## src/rtl/cin_cmd_pkg.sv

```systemverilog
package cin_cmd_pkg;

    // Opcode in the top nybble of a command word
    // Anything not listed here is a bad command
    typedef enum logic [3:0] {
        // Nothing to do
        OP_IDLE  = 4'h0,
        // Fire a trigger at the given time
        OP_TRIG  = 4'h1,
        // Write a register on the board
        OP_REGWR = 4'h2,
        // Training pattern leaks through as a no-op
        OP_TRAIN = 4'hA
    } cin_opcode_e;

    // Trigger command fields
    // Time occupies all of word bits 27 to 0
    typedef struct packed {
        logic [27:0] trig_time;
    } cin_trig_t;

    // Register write command fields
    // Address in word bits 27 to 20
    // Data in word bits 19 to 0
    typedef struct packed {
        logic [7:0]  addr;
        logic [19:0] data;
    } cin_regwr_t;

endpackage

```

## src/rtl/cin_link_pkg.sv

```systemverilog
package cin_link_pkg;

    // Framing of the 4-bit command link
    // The parent board sends one nybble per sysclk
    // Word order on the wire is least significant nybble first

    // One link symbol
    typedef logic [3:0] cin_nybble_t;

    // One command word as assembled on the receive side
    // Bits 31 to 28 carry the opcode
    // Bits 27 to 0 carry the opcode specific fields
    typedef logic [31:0] cin_word_t;

    // Nybbles that make up one word
    // Also the capture period in sysclk cycles once locked
    localparam int CIN_NYBBLES_PER_WORD = 8;

    // Training pattern sent while the link is being aligned
    // Top nybble is hex A so the decoder treats it as training
    // No nybble rotation of the pattern equals the pattern, so a slip shows up
    localparam cin_word_t CIN_DEFAULT_TRAIN = 32'hA55A6996;

endpackage

```

## src/rtl/cin_cmd_decoder.sv

```systemverilog
`timescale 1ns/1ns

module cin_cmd_decoder (
    input  logic                    sysclk_i,
    input  logic                    rst_i,
    input  cin_link_pkg::cin_word_t word_i,
    input  logic                    empty_i,
    output logic                    rd_o,
    output logic                    trig_o,
    output cin_cmd_pkg::cin_trig_t  trig_time_o,
    output logic                    regwr_o,
    output cin_cmd_pkg::cin_regwr_t regwr_data_o,
    output logic [7:0]              bad_cmd_cnt_o
);
    import cin_link_pkg::*;
    import cin_cmd_pkg::*;

    localparam int WORD_W  = $bits(cin_word_t);
    localparam int OP_W    = $bits(cin_opcode_e);
    // Field width below the opcode
    localparam int FIELD_W = WORD_W - OP_W;

    logic                  pending;
    cin_opcode_e           opcode;
    logic [FIELD_W-1:0]    field;
    logic                  is_trig;
    logic                  is_regwr;
    logic                  is_bad;

    // Pop as soon as a word is there and the last pop has landed
    assign rd_o = !empty_i && !pending;

    // Word from the FIFO is valid the cycle after the pop
    always_ff @(posedge sysclk_i) begin
        if (rst_i) begin
            pending <= 1'b0;
        end else begin
            pending <= rd_o;
        end
    end

    // Split the word
    assign opcode = cin_opcode_e'(word_i[WORD_W-1 -: OP_W]);
    assign field  = word_i[FIELD_W-1:0];

    // Opcode classes
    always_comb begin
        is_trig  = 1'b0;
        is_regwr = 1'b0;
        is_bad   = 1'b0;
        case (opcode)
            OP_TRIG:  is_trig = 1'b1;
            OP_REGWR: is_regwr = 1'b1;
            // Idle and training need no action
            OP_IDLE, OP_TRAIN: is_bad = 1'b0;
            default:  is_bad = 1'b1;
        endcase
    end

    // Output pulses
    always_ff @(posedge sysclk_i) begin
        if (rst_i) begin
            trig_o  <= 1'b0;
            regwr_o <= 1'b0;
        end else begin
            trig_o  <= pending && is_trig;
            regwr_o <= pending && is_regwr;
        end
    end

    // Field registers only load with their own command
    // Valid alongside the matching pulse
    always_ff @(posedge sysclk_i) begin
        if (pending && is_trig) begin
            trig_time_o <= cin_trig_t'(field);
        end
        if (pending && is_regwr) begin
            regwr_data_o <= cin_regwr_t'(field);
        end
    end

    // Unknown opcodes counted up to full scale then held
    always_ff @(posedge sysclk_i) begin
        if (rst_i) begin
            bad_cmd_cnt_o <= '0;
        end else if (pending && is_bad && (bad_cmd_cnt_o != '1)) begin
            bad_cmd_cnt_o <= bad_cmd_cnt_o + 1'b1;
        end
    end

endmodule

```

## src/rtl/cin_link_top.sv

```systemverilog
`timescale 1ns/1ns

module cin_link_top #(
    parameter cin_link_pkg::cin_word_t TRAIN_SEQUENCE = cin_link_pkg::CIN_DEFAULT_TRAIN,
    parameter int                      FIFO_DEPTH     = 16
) (
    input  logic                      sysclk_i,
    input  logic                      rst_i,
    input  cin_link_pkg::cin_nybble_t cin_i,
    input  logic                      capture_i,
    input  logic                      lock_i,
    output logic                      locked_o,
    output logic                      biterr_o,
    output logic                      trig_o,
    output cin_cmd_pkg::cin_trig_t    trig_time_o,
    output logic                      regwr_o,
    output cin_cmd_pkg::cin_regwr_t   regwr_data_o,
    output logic [7:0]                bad_cmd_cnt_o,
    output logic                      fifo_overflow_o
);
    import cin_link_pkg::*;

    // Producer to FIFO
    cin_word_t sync_word;
    logic      sync_word_stb;
    // FIFO to consumer
    cin_word_t fifo_rd_data;
    logic      fifo_rd;
    logic      fifo_empty;

    // Nybble stream to captured words
    cin_parallel_sync #(
        .TRAIN_SEQUENCE (TRAIN_SEQUENCE)
    ) u_cin_parallel_sync (
        .sysclk_i   (sysclk_i),
        .rst_i      (rst_i),
        .cin_i      (cin_i),
        .capture_i  (capture_i),
        .lock_i     (lock_i),
        .locked_o   (locked_o),
        .word_o     (sync_word),
        .word_stb_o (sync_word_stb),
        .biterr_o   (biterr_o)
    );

    // Absorbs forced capture bursts
    // Full and level are left for debug use
    cin_word_fifo #(
        .payload_t  (cin_word_t),
        .FIFO_DEPTH (FIFO_DEPTH)
    ) u_cin_word_fifo (
        .sysclk_i   (sysclk_i),
        .rst_i      (rst_i),
        .wr_i       (sync_word_stb),
        .wr_data_i  (sync_word),
        .rd_i       (fifo_rd),
        .rd_data_o  (fifo_rd_data),
        .empty_o    (fifo_empty),
        .full_o     (),
        .level_o    (),
        .overflow_o (fifo_overflow_o)
    );

    // Words to triggers and register writes
    cin_cmd_decoder u_cin_cmd_decoder (
        .sysclk_i      (sysclk_i),
        .rst_i         (rst_i),
        .word_i        (fifo_rd_data),
        .empty_i       (fifo_empty),
        .rd_o          (fifo_rd),
        .trig_o        (trig_o),
        .trig_time_o   (trig_time_o),
        .regwr_o       (regwr_o),
        .regwr_data_o  (regwr_data_o),
        .bad_cmd_cnt_o (bad_cmd_cnt_o)
    );

endmodule

```

## src/rtl/cin_nybble_delay.sv

```systemverilog
`timescale 1ns/1ns

module cin_nybble_delay (
    input  logic                      sysclk_i,
    input  cin_link_pkg::cin_nybble_t din_i,
    output cin_link_pkg::cin_nybble_t dout_o
);
    import cin_link_pkg::*;

    // One stage per nybble in a word
    // Output is the nybble from exactly one word period back
    localparam int DEPTH = CIN_NYBBLES_PER_WORD;

    cin_nybble_t stage [DEPTH];

    // Plain shift chain
    always_ff @(posedge sysclk_i) begin
        stage[0] <= din_i;
        for (int i = 1; i < DEPTH; i++) begin
            stage[i] <= stage[i-1];
        end
    end

    // Last stage is the oldest
    assign dout_o = stage[DEPTH-1];

endmodule

```

## src/rtl/cin_parallel_sync.sv

```systemverilog
`timescale 1ns/1ns

module cin_parallel_sync #(
    parameter cin_link_pkg::cin_word_t TRAIN_SEQUENCE = cin_link_pkg::CIN_DEFAULT_TRAIN
) (
    input  logic                      sysclk_i,
    input  logic                      rst_i,
    input  cin_link_pkg::cin_nybble_t cin_i,
    input  logic                      capture_i,
    input  logic                      lock_i,
    output logic                      locked_o,
    output cin_link_pkg::cin_word_t   word_o,
    output logic                      word_stb_o,
    output logic                      biterr_o
);
    import cin_link_pkg::*;

    localparam int NYB_W   = $bits(cin_nybble_t);
    // History holds every nybble of the window except the incoming one
    localparam int HIST_W  = (CIN_NYBBLES_PER_WORD - 1) * NYB_W;
    localparam int PHASE_W = $clog2(CIN_NYBBLES_PER_WORD);
    localparam logic [PHASE_W-1:0] LAST_PHASE = PHASE_W'(CIN_NYBBLES_PER_WORD - 1);

    logic [HIST_W-1:0]  history;
    cin_word_t          window;
    logic               enable_lock;
    logic [PHASE_W-1:0] phase;
    logic               sched_capture;
    logic               do_capture;
    cin_nybble_t        oldest;
    cin_nybble_t        oldest_dly;

    // Least significant nybble comes first so shift right
    // Newest nybble enters at the top
    always_ff @(posedge sysclk_i) begin
        history <= {cin_i, history[HIST_W-1:NYB_W]};
    end

    // Incoming nybble completes the window this cycle
    assign window = {cin_i, history};

    // Lock request is sticky until reset
    always_ff @(posedge sysclk_i) begin
        if (rst_i) begin
            enable_lock <= 1'b0;
        end else if (lock_i) begin
            enable_lock <= 1'b1;
        end
    end

    // Lock on the first full training word after enable
    // Word boundary never moves after that
    always_ff @(posedge sysclk_i) begin
        if (rst_i) begin
            locked_o <= 1'b0;
        end else if (enable_lock && (window == TRAIN_SEQUENCE)) begin
            locked_o <= 1'b1;
        end
    end

    // Phase within the word
    // Held at zero while unlocked so the first lap starts at the lock edge
    always_ff @(posedge sysclk_i) begin
        if (rst_i || !locked_o) begin
            phase <= '0;
        end else begin
            phase <= phase + 1'b1;
        end
    end

    // Last phase sees the next aligned word complete in the window
    assign sched_capture = locked_o && (phase == LAST_PHASE);
    // Forced capture works whether locked or not
    assign do_capture = sched_capture || capture_i;

    // Captured word is payload only
    always_ff @(posedge sysclk_i) begin
        if (do_capture) begin
            word_o <= window;
        end
    end

    // Strobe lines up with the freshly loaded word
    always_ff @(posedge sysclk_i) begin
        if (rst_i) begin
            word_stb_o <= 1'b0;
        end else begin
            word_stb_o <= do_capture;
        end
    end

    // Bit error check works on the oldest history nybble
    // Delay line returns the nybble from one word earlier
    assign oldest = history[NYB_W-1:0];

    cin_nybble_delay u_cin_nybble_delay (
        .sysclk_i (sysclk_i),
        .din_i    (oldest),
        .dout_o   (oldest_dly)
    );

    // Repeating training word means every nybble matches one word back
    // Only checked while unlocked so training can stop after lock
    always_ff @(posedge sysclk_i) begin
        if (rst_i || locked_o) begin
            biterr_o <= 1'b0;
        end else begin
            biterr_o <= (oldest != oldest_dly);
        end
    end

endmodule

```

## src/rtl/cin_word_fifo.sv

```systemverilog
`timescale 1ns/1ns

module cin_word_fifo #(
    parameter type payload_t  = logic [31:0],
    parameter int  FIFO_DEPTH = 16
) (
    input  logic                        sysclk_i,
    input  logic                        rst_i,
    input  logic                        wr_i,
    input  payload_t                    wr_data_i,
    input  logic                        rd_i,
    output payload_t                    rd_data_o,
    output logic                        empty_o,
    output logic                        full_o,
    output logic [$clog2(FIFO_DEPTH):0] level_o,
    output logic                        overflow_o
);
    // Depth must be a power of two so the pointers wrap cleanly
    localparam int ADDR_W = $clog2(FIFO_DEPTH);

    payload_t          mem [FIFO_DEPTH];
    // Extra top bit tells full from empty
    logic [ADDR_W:0]   wr_ptr;
    logic [ADDR_W:0]   rd_ptr;
    logic              do_wr;
    logic              do_rd;

    // Writes into a full buffer are dropped
    assign do_wr = wr_i && !full_o;
    // Reads from an empty buffer are ignored
    assign do_rd = rd_i && !empty_o;

    // Same address with equal wrap bits means nothing stored
    assign empty_o = (wr_ptr == rd_ptr);
    // Same address with opposite wrap bits means every slot used
    assign full_o  = (wr_ptr[ADDR_W] != rd_ptr[ADDR_W]) &&
                     (wr_ptr[ADDR_W-1:0] == rd_ptr[ADDR_W-1:0]);
    // Occupancy including the full case
    assign level_o = wr_ptr - rd_ptr;

    // Storage
    always_ff @(posedge sysclk_i) begin
        if (do_wr) begin
            mem[wr_ptr[ADDR_W-1:0]] <= wr_data_i;
        end
    end

    // Registered read port
    // Popped word is valid the cycle after rd_i
    always_ff @(posedge sysclk_i) begin
        if (do_rd) begin
            rd_data_o <= mem[rd_ptr[ADDR_W-1:0]];
        end
    end

    // Pointers
    always_ff @(posedge sysclk_i) begin
        if (rst_i) begin
            wr_ptr <= '0;
            rd_ptr <= '0;
        end else begin
            if (do_wr) begin
                wr_ptr <= wr_ptr + 1'b1;
            end
            if (do_rd) begin
                rd_ptr <= rd_ptr + 1'b1;
            end
        end
    end

    // Sticky overflow
    // Link cannot stall so a lost word is only reported
    always_ff @(posedge sysclk_i) begin
        if (rst_i) begin
            overflow_o <= 1'b0;
        end else if (wr_i && full_o) begin
            overflow_o <= 1'b1;
        end
    end

endmodule

```

## config.mk

```make
export PLATFORM = sky130hd
export DESIGN_NAME = cin_link_top
export DESIGN_NICKNAME = d
export VERILOG_FILES = /design/src/rtl/cin_cmd_pkg.sv /design/src/rtl/cin_link_pkg.sv /design/src/rtl/cin_cmd_decoder.sv /design/src/rtl/cin_link_top.sv /design/src/rtl/cin_nybble_delay.sv /design/src/rtl/cin_parallel_sync.sv /design/src/rtl/cin_word_fifo.sv
export SDC_FILE = /design/constraint.sdc
export NUM_CORES = 1
export LEC_CHECK = 0
export ABC_AREA = 1
export BUFFER_PORTS_ARGS = -buffer_cell sky130_fd_sc_hd__buf_4
export CAP_MARGIN = 40
export CORE_ASPECT_RATIO = 0.5
export CORE_MARGIN = 1
export CORE_UTILIZATION = 45
export CTS_CLUSTER_SIZE = 28
export DETAILED_ROUTE_END_ITERATION = 8
export GPL_ROUTABILITY_DRIVEN = 1
export PLACE_DENSITY_LB_ADDON = 0.05
export SYNTH_ARGS = -nofsm -noshare
export SYNTH_HDL_FRONTEND = slang
export SYNTH_SLANG_ARGS = --single-unit
```

## constraint.sdc

```tcl
create_clock -name sysclk_i -period 3.7 [get_ports sysclk_i]
set_input_delay 0.555 -clock sysclk_i [delete_from_list [all_inputs] [get_ports sysclk_i]]
set_output_delay 0.555 -clock sysclk_i [all_outputs]
set_load 0.005 [all_outputs]
```

==> results.txt, run 1 <==
maximum root-to-sink buffer count: 3
Leak: 0.0102 uW
final hold vios: 0
count leader, synth: edfxtp_1
Root Buffer Master: clkbuf_16
core area: 57800 sq um
max cap viols: 0
CTS Hold Bufs: 0
TritonCTS clock tree: yes
Initial Utilization: 0.459
worst skew pair latency: 630 ps
gr usage total: 0.226
Crit Path Category: reg -> reg
total CTS buffers: 60
first-pass GRT wire length: 98800 um
Top Ports: 77
peak fanout along the critical path: 46
min Tclk post-route: 2630 ps
H-tree levels: 2
fmax: 380 MHz
initial antenna violation count: 1
worst setup margin: 1070 ps
Yosys reg bits: 721
setup TNS: 0 ps
HP Start: cin_i[0]
Net Count, Synth: 1975
Setup Buffers After CTS: 0
Power per Cell Area: 659 nW/um^2
gr ovfl total: 0
predominant post-synthesis flop cell: edfxtp_1
number of synthesized flops with an enable pin: 632
routed length per instance: 23.6 um
Die W: 345 um
yosys warns: 0
routed vias: 15500
antenna viol nets, final: 0
status: finished clean
Iter 0 DRT Violations: 1395
Worst Reg-to-Reg Cells: 9
Hold Path Sink: u_cin_parallel_sync.history[24]
router iterations before antenna repair: 6
RePlAce Congestion: 0.788
launching element of the worst setup path: u_cin_word_fifo.rd_ptr[1]
post-cts resize count: 0
pin count of the biggest net entering global routing: 188
final period utilization: 0.711
Async SR Flop Fraction: 0
Die H: 174 um
pre-CTS WS: 1040 ps
CP arrival: 2940 ps
Reg clk slew, reported paths: 70 ps
IO buf count: 76
endpoints failing setup: 0
post-synth cell types: 30
leading area contributor after synthesis: edfxtp_1
top cells by count, synth: 632 x edfxtp_1, 370 x nor2_1, 203 x o21ai_0
Slew HR: 0.327
max-slew violation count: 0
CP Data Required Time: 4010 ps
FP Rows: 62
largest cells by area after synthesis: edfxtp_1 72%, dfxtp_1 6.7%, nor2_1 5.2%
mapped cell area: 26500 sq um
diode count: 0
unrepaired setup endpoints after global routing: no
Worst Hold Depth: 1
CTS sink count: 721
Seq/Total Area, Yosys: 0.783
die area: 60000 sq um
Critical R2R Launch: u_cin_word_fifo.rd_ptr[1]
Layout Nets: 2052
RR Endpoint: u_cin_word_fifo.mem[10][5]
clk_skew: 21.6 ps
Post-Route WL: 67400 um
fraction of layout cells with a size suffix above 1: 0.113
peak supply drop: 0.602 mV
Remaining DRCs: 0
vias per cell: 5.42
Syn Area/Cell: 13.5 sq um
Tightest Hold Check Type: in -> reg
hpwl dp: 35600 um
Slew @ Worst Pin: 1010 ps
Syn Inst Count: 1959
vias in the first global route: 14600
Yosys top cell area share: 0.716
reg2reg setup slack: 1070 ps
Setup crit end kind: flip-flop
P&R area growth vs syn: 13.3%
Worst setup SP type: flip-flop
## through the flow
| stage | utilization | std cells | power [uW] | hold WS (ps) | instance area [sq um] |
|---|---|---|---|---|---|
| after CTS | 0.520 | 2854 | 20000 | 28.6 | 30100 |
| final | 0.520 | 2854 | 19800 | 52.8 | 30100 |
| after global placement | 0.487 | 2739 | 13800 | 312 | 28100 |
| after floorplan | - | 1959 | 12500 | 310 | 26500 |
| after global routing | 0.520 | 2854 | 20800 | 33.6 | 30100 |
| after detailed placement | 0.488 | 2742 | 13900 | 312 | 28200 |
## registers in the layout (all words and copies together), names as in the netlist
name and flops:
u_cin_cmd_decoder.bad_cmd_cnt_o 8, u_cin_word_fifo.overflow_o 1, u_cin_parallel_sync.locked_o 1, u_cin_cmd_decoder.pending 1, u_cin_parallel_sync.word_stb_o 1, u_cin_cmd_decoder.trig_time_o 28, u_cin_cmd_decoder.trig_o 1, u_cin_word_fifo.mem 512
u_cin_parallel_sync.enable_lock 1, u_cin_cmd_decoder.regwr_data_o 28, u_cin_parallel_sync.phase 3, u_cin_cmd_decoder.regwr_o 1, u_cin_parallel_sync.u_cin_nybble_delay.stage 32, u_cin_parallel_sync.word_o 32, u_cin_parallel_sync.biterr_o 1, u_cin_word_fifo.rd_ptr 5
u_cin_parallel_sync.history 28, u_cin_word_fifo.wr_ptr 5, u_cin_word_fifo.rd_data_o 32
## metal layers
layer,up-vias,GRT usage,part of all wire
met5,-,0,0
met4,0,0.0411,0.013
met3,71,0.0305,0.064
met2,495,0.337,0.44
met1,7718,0.356,0.49
li1,7192,-,-
## worst max path at each step
stage / to / slack, ps / cells past startpoint
2_1_floorplan: u_cin_word_fifo.mem[11][0] / 150 / 8
3_3_place_gp: u_cin_word_fifo.rd_data_o[28] / 1050 / 6
3_5_place_dp: u_cin_word_fifo.rd_data_o[28] / 1040 / 6
4_1_cts: u_cin_word_fifo.rd_data_o[28] / 1020 / 6
5_1_grt: u_cin_word_fifo.rd_data_o[0] / 800 / 8
6_report: u_cin_word_fifo.mem[10][5] / 1070 / 9
## layout make-up
type,instances,area (sq um)
multi-input cells,1055,5080
clock inverters,25,156
flip-flops and latches,721,20800
inverters,79,302
repair buffers,119,1070
clock buffers,87,1720
fillers,4847,27700
well taps,768,961
## worst max-delay path, stage by stage, from the launching register on
cell,delay (ps)
dfxtp_4,690
nand2_1,100
nand2_1,100
nor2_2,60
nand3_2,140
nand2_1,80
inv_2,100
nand2_1,220
nor2_4,490
buf_12,280
## cells in the final DEF (no fill, tap or decap), drive strengths merged, types with 2 or more instances in the layout
cell,Yosys,routed
o211ai,64,64
edfxtp,632,632
nor3,11,11
nand4,7,7
xor2,8,8
nand3,48,48
nor2,371,371
nand2,195,195
inv,79,79
o21ai,257,257
clkinv,0,23
clkbuf,53,87
a21oi,15,15
o22ai,64,64
dfxtp,89,89
xnor2,2,2
ha,8,8
buf,51,119
nor4,2,2
## where the power goes
part	switching, uW	total [uW]	internal [uW]
clock network	2870	6150	3290
registers	466	9910	9440
logic	2620	3760	1140
## kinds of logic after synthesis
logic type	synth area share
and+or+nand+nor	0.0950
xor gates and xnor gates	0.00330
DFF	0.783
buffers and inverters	0.0304
adders and majority gates	0.00377
AOI/OAI and AO/OA	0.0848
No activity file was read; power rests on OpenSTA's default activity.
==> inputs of run 2 (changes only) <==
==> constraint.sdc (replaced) <==
create_clock -name sysclk_i -period 2.38 [get_ports sysclk_i]
set_input_delay 0.357 -clock sysclk_i [delete_from_list [all_inputs] [get_ports sysclk_i]]
set_output_delay 0.357 -clock sysclk_i [all_outputs]
set_load 0.005 [all_outputs]
==> run 2 against run 1 <==
Count of clock-buffer cells in the layout grew 2. Via count grew 0.34%. First-iteration DRC count grew 24%. Critical path depth grew 1. Design area grew 1.8%. Clock skew shrank 5.6 ps. Combinational power grew 58%. Core utilization grew 0.92 points. Cell count grew 1.1%. Critical endpoint is now u_cin_word_fifo.mem[4][12]. Sequential power grew 54%. Non-clock buffer count grew 25. Die area is the same.
==> results.txt, run 2 (synthesis results as in run 1) <==
clk_skew: 16.0 ps
Die H: 174 um
antenna viol nets, final: 0
Slew HR: 0.259
peak supply drop: 0.756 mV
P&R area growth vs syn: 15.4%
peak fanout along the critical path: 10
maximum root-to-sink buffer count: 3
Top Ports: 77
fmax: 439 MHz
Post-Route WL: 66800 um
fraction of layout cells with a size suffix above 1: 0.127
routed vias: 15500
Crit Path Category: reg -> reg
most frequent cells in the layout: 632 x edfxtp_1, 356 x nor2_1, 203 x o21ai_0
crit path buf inv count: 3
Remaining DRCs: 0
RePlAce Congestion: 0.767
max-slew violation count: 0
Iter 0 DRT Violations: 1730
Root Buffer Master: clkbuf_16
gr ovfl total: 0
Die W: 345 um
routed length per instance: 23.2 um
initial antenna violation count: 1
max cap viols: 0
CP arrival: 2590 ps
IO buf count: 76
setup TNS: 0 ps
H-tree levels: 2
gr usage total: 0.221
Initial Utilization: 0.459
Tightest Hold Check Type: in -> reg
Power per Cell Area: 1030 nW/um^2
FP Rows: 62
fillers: 4808
CP Data Required Time: 2700 ps
die area: 60000 sq um
vias per cell: 5.38
hpwl dp: 34000 um
slowest CP cell: nor2_4
vias in the first global route: 14500
Setup crit end kind: flip-flop
pin count of the biggest net entering global routing: 237
unrepaired setup endpoints after global routing: yes
final period utilization: 0.957
Tot Pwr: 31400 uW
most common library cell in the layout ignoring fill and taps: edfxtp_1
worst setup margin: 102 ps
min Tclk post-route: 2280 ps
final core utilization: 0.529
total CTS buffers: 61
Worst setup SP type: flip-flop
CTS sink count: 721
critical-path cell list: inv_1 > nand2_1 > nand2_1 > nor2_1 > nand3_2 > nand2_1 > inv_2 > nand2_1 > nor2_4 > buf_4
router iterations before antenna repair: 5
status: finished clean
Slew @ Worst Pin: 1110 ps
first-pass GRT wire length: 97400 um
TritonCTS clock tree: yes
final hold vios: 0
worst skew pair latency: 620 ps
core area: 57800 sq um
Layout Nets: 2079
endpoints failing setup: 0
Reg clk slew, reported paths: 70 ps
pre-CTS WS: 101 ps
most frequent cell on the critical path: nand2_1
cell family with most CP delay: simple AND/OR/NAND/NOR gates
Leak: 0.0105 uW
CP peak stage delay: 580 ps
max reg flops: 512
-- run 2: layout make-up --
| cell class | count | area (sq um) | share of cell area |
|---|---|---|---|
| sequential | 721 | 20800 | 0.679 |
| antenna | 1 | 2.50 | 0.0000818 |
| tap | 768 | 961 | 0.0314 |
| multi-input combinational | 1056 | 5120 | 0.167 |
| clock buffer | 89 | 1810 | 0.0591 |
| timing repair buffer | 144 | 1410 | 0.0461 |
| clock inverter | 27 | 225 | 0.00736 |
| inverter | 79 | 302 | 0.00986 |
-- run 2: path summary, 6_finish.rpt --
check	to	cells past startpoint	slack, ps	from
setup / recovery	u_cin_word_fifo.mem[4][12]	10	100	u_cin_word_fifo.wr_ptr[3]
hold / removal	u_cin_parallel_sync.word_stb_o	3	50	capture_i
setup reg to reg	u_cin_word_fifo.mem[4][12]	10	100	u_cin_word_fifo.wr_ptr[3]
hold reg to reg	u_cin_parallel_sync.u_cin_nybble_delay.stage[1][2]	0	330	u_cin_parallel_sync.u_cin_nybble_delay.stage[0][14]
-- run 2: what timing repair did --
action,4_1_cts,5_1_grt
hold endpoints to repair,9,0
setup buffers,0,0
setup endpoints to repair,0,15
gates resized for setup,0,4
hold buffers,5,0
-- run 2: where the power goes --
part | internal (uW) | switching (uW) | leakage (uW)
Sequential | 14700 | 580 | 0.00648
Combinational | 1850 | 4090 | 0.00298
Clock | 5610 | 4560 | 0.00100
Total | 22100 | 9230 | 0.0105
-- run 2: worst reg2reg max path, stage by stage, from the launching register on --
cell,delay (ps)
dfxtp_1,350
inv_1,120
nand2_1,60
nand2_1,50
nor2_1,70
nand3_2,70
nand2_1,60
inv_2,60
nand2_1,250
nor2_4,580
buf_4,310
-- run 2: layer usage --
metal  wire length (um)  GRT usage  part of all wire  vias to the layer above
li1                   -          -                 -                     7258
met1              32700      0.351              0.49                     7671
met2              28100      0.314              0.42                      518
met3               4960     0.0407             0.074                       81
met4               1050     0.0450             0.016                        0
met5                  0          0                 0                        -
-- run 2: through the flow --
step                      instances  instance area [sq um]  hold WS (ps)
after floorplan                1959                  26600           310
after global placement         2762                  28500           311
after detailed placement       2762                  28500           312
after CTS                      2883                  30600          28.7
after global routing           2884                  30600          66.0
final                          2885                  30600          46.6
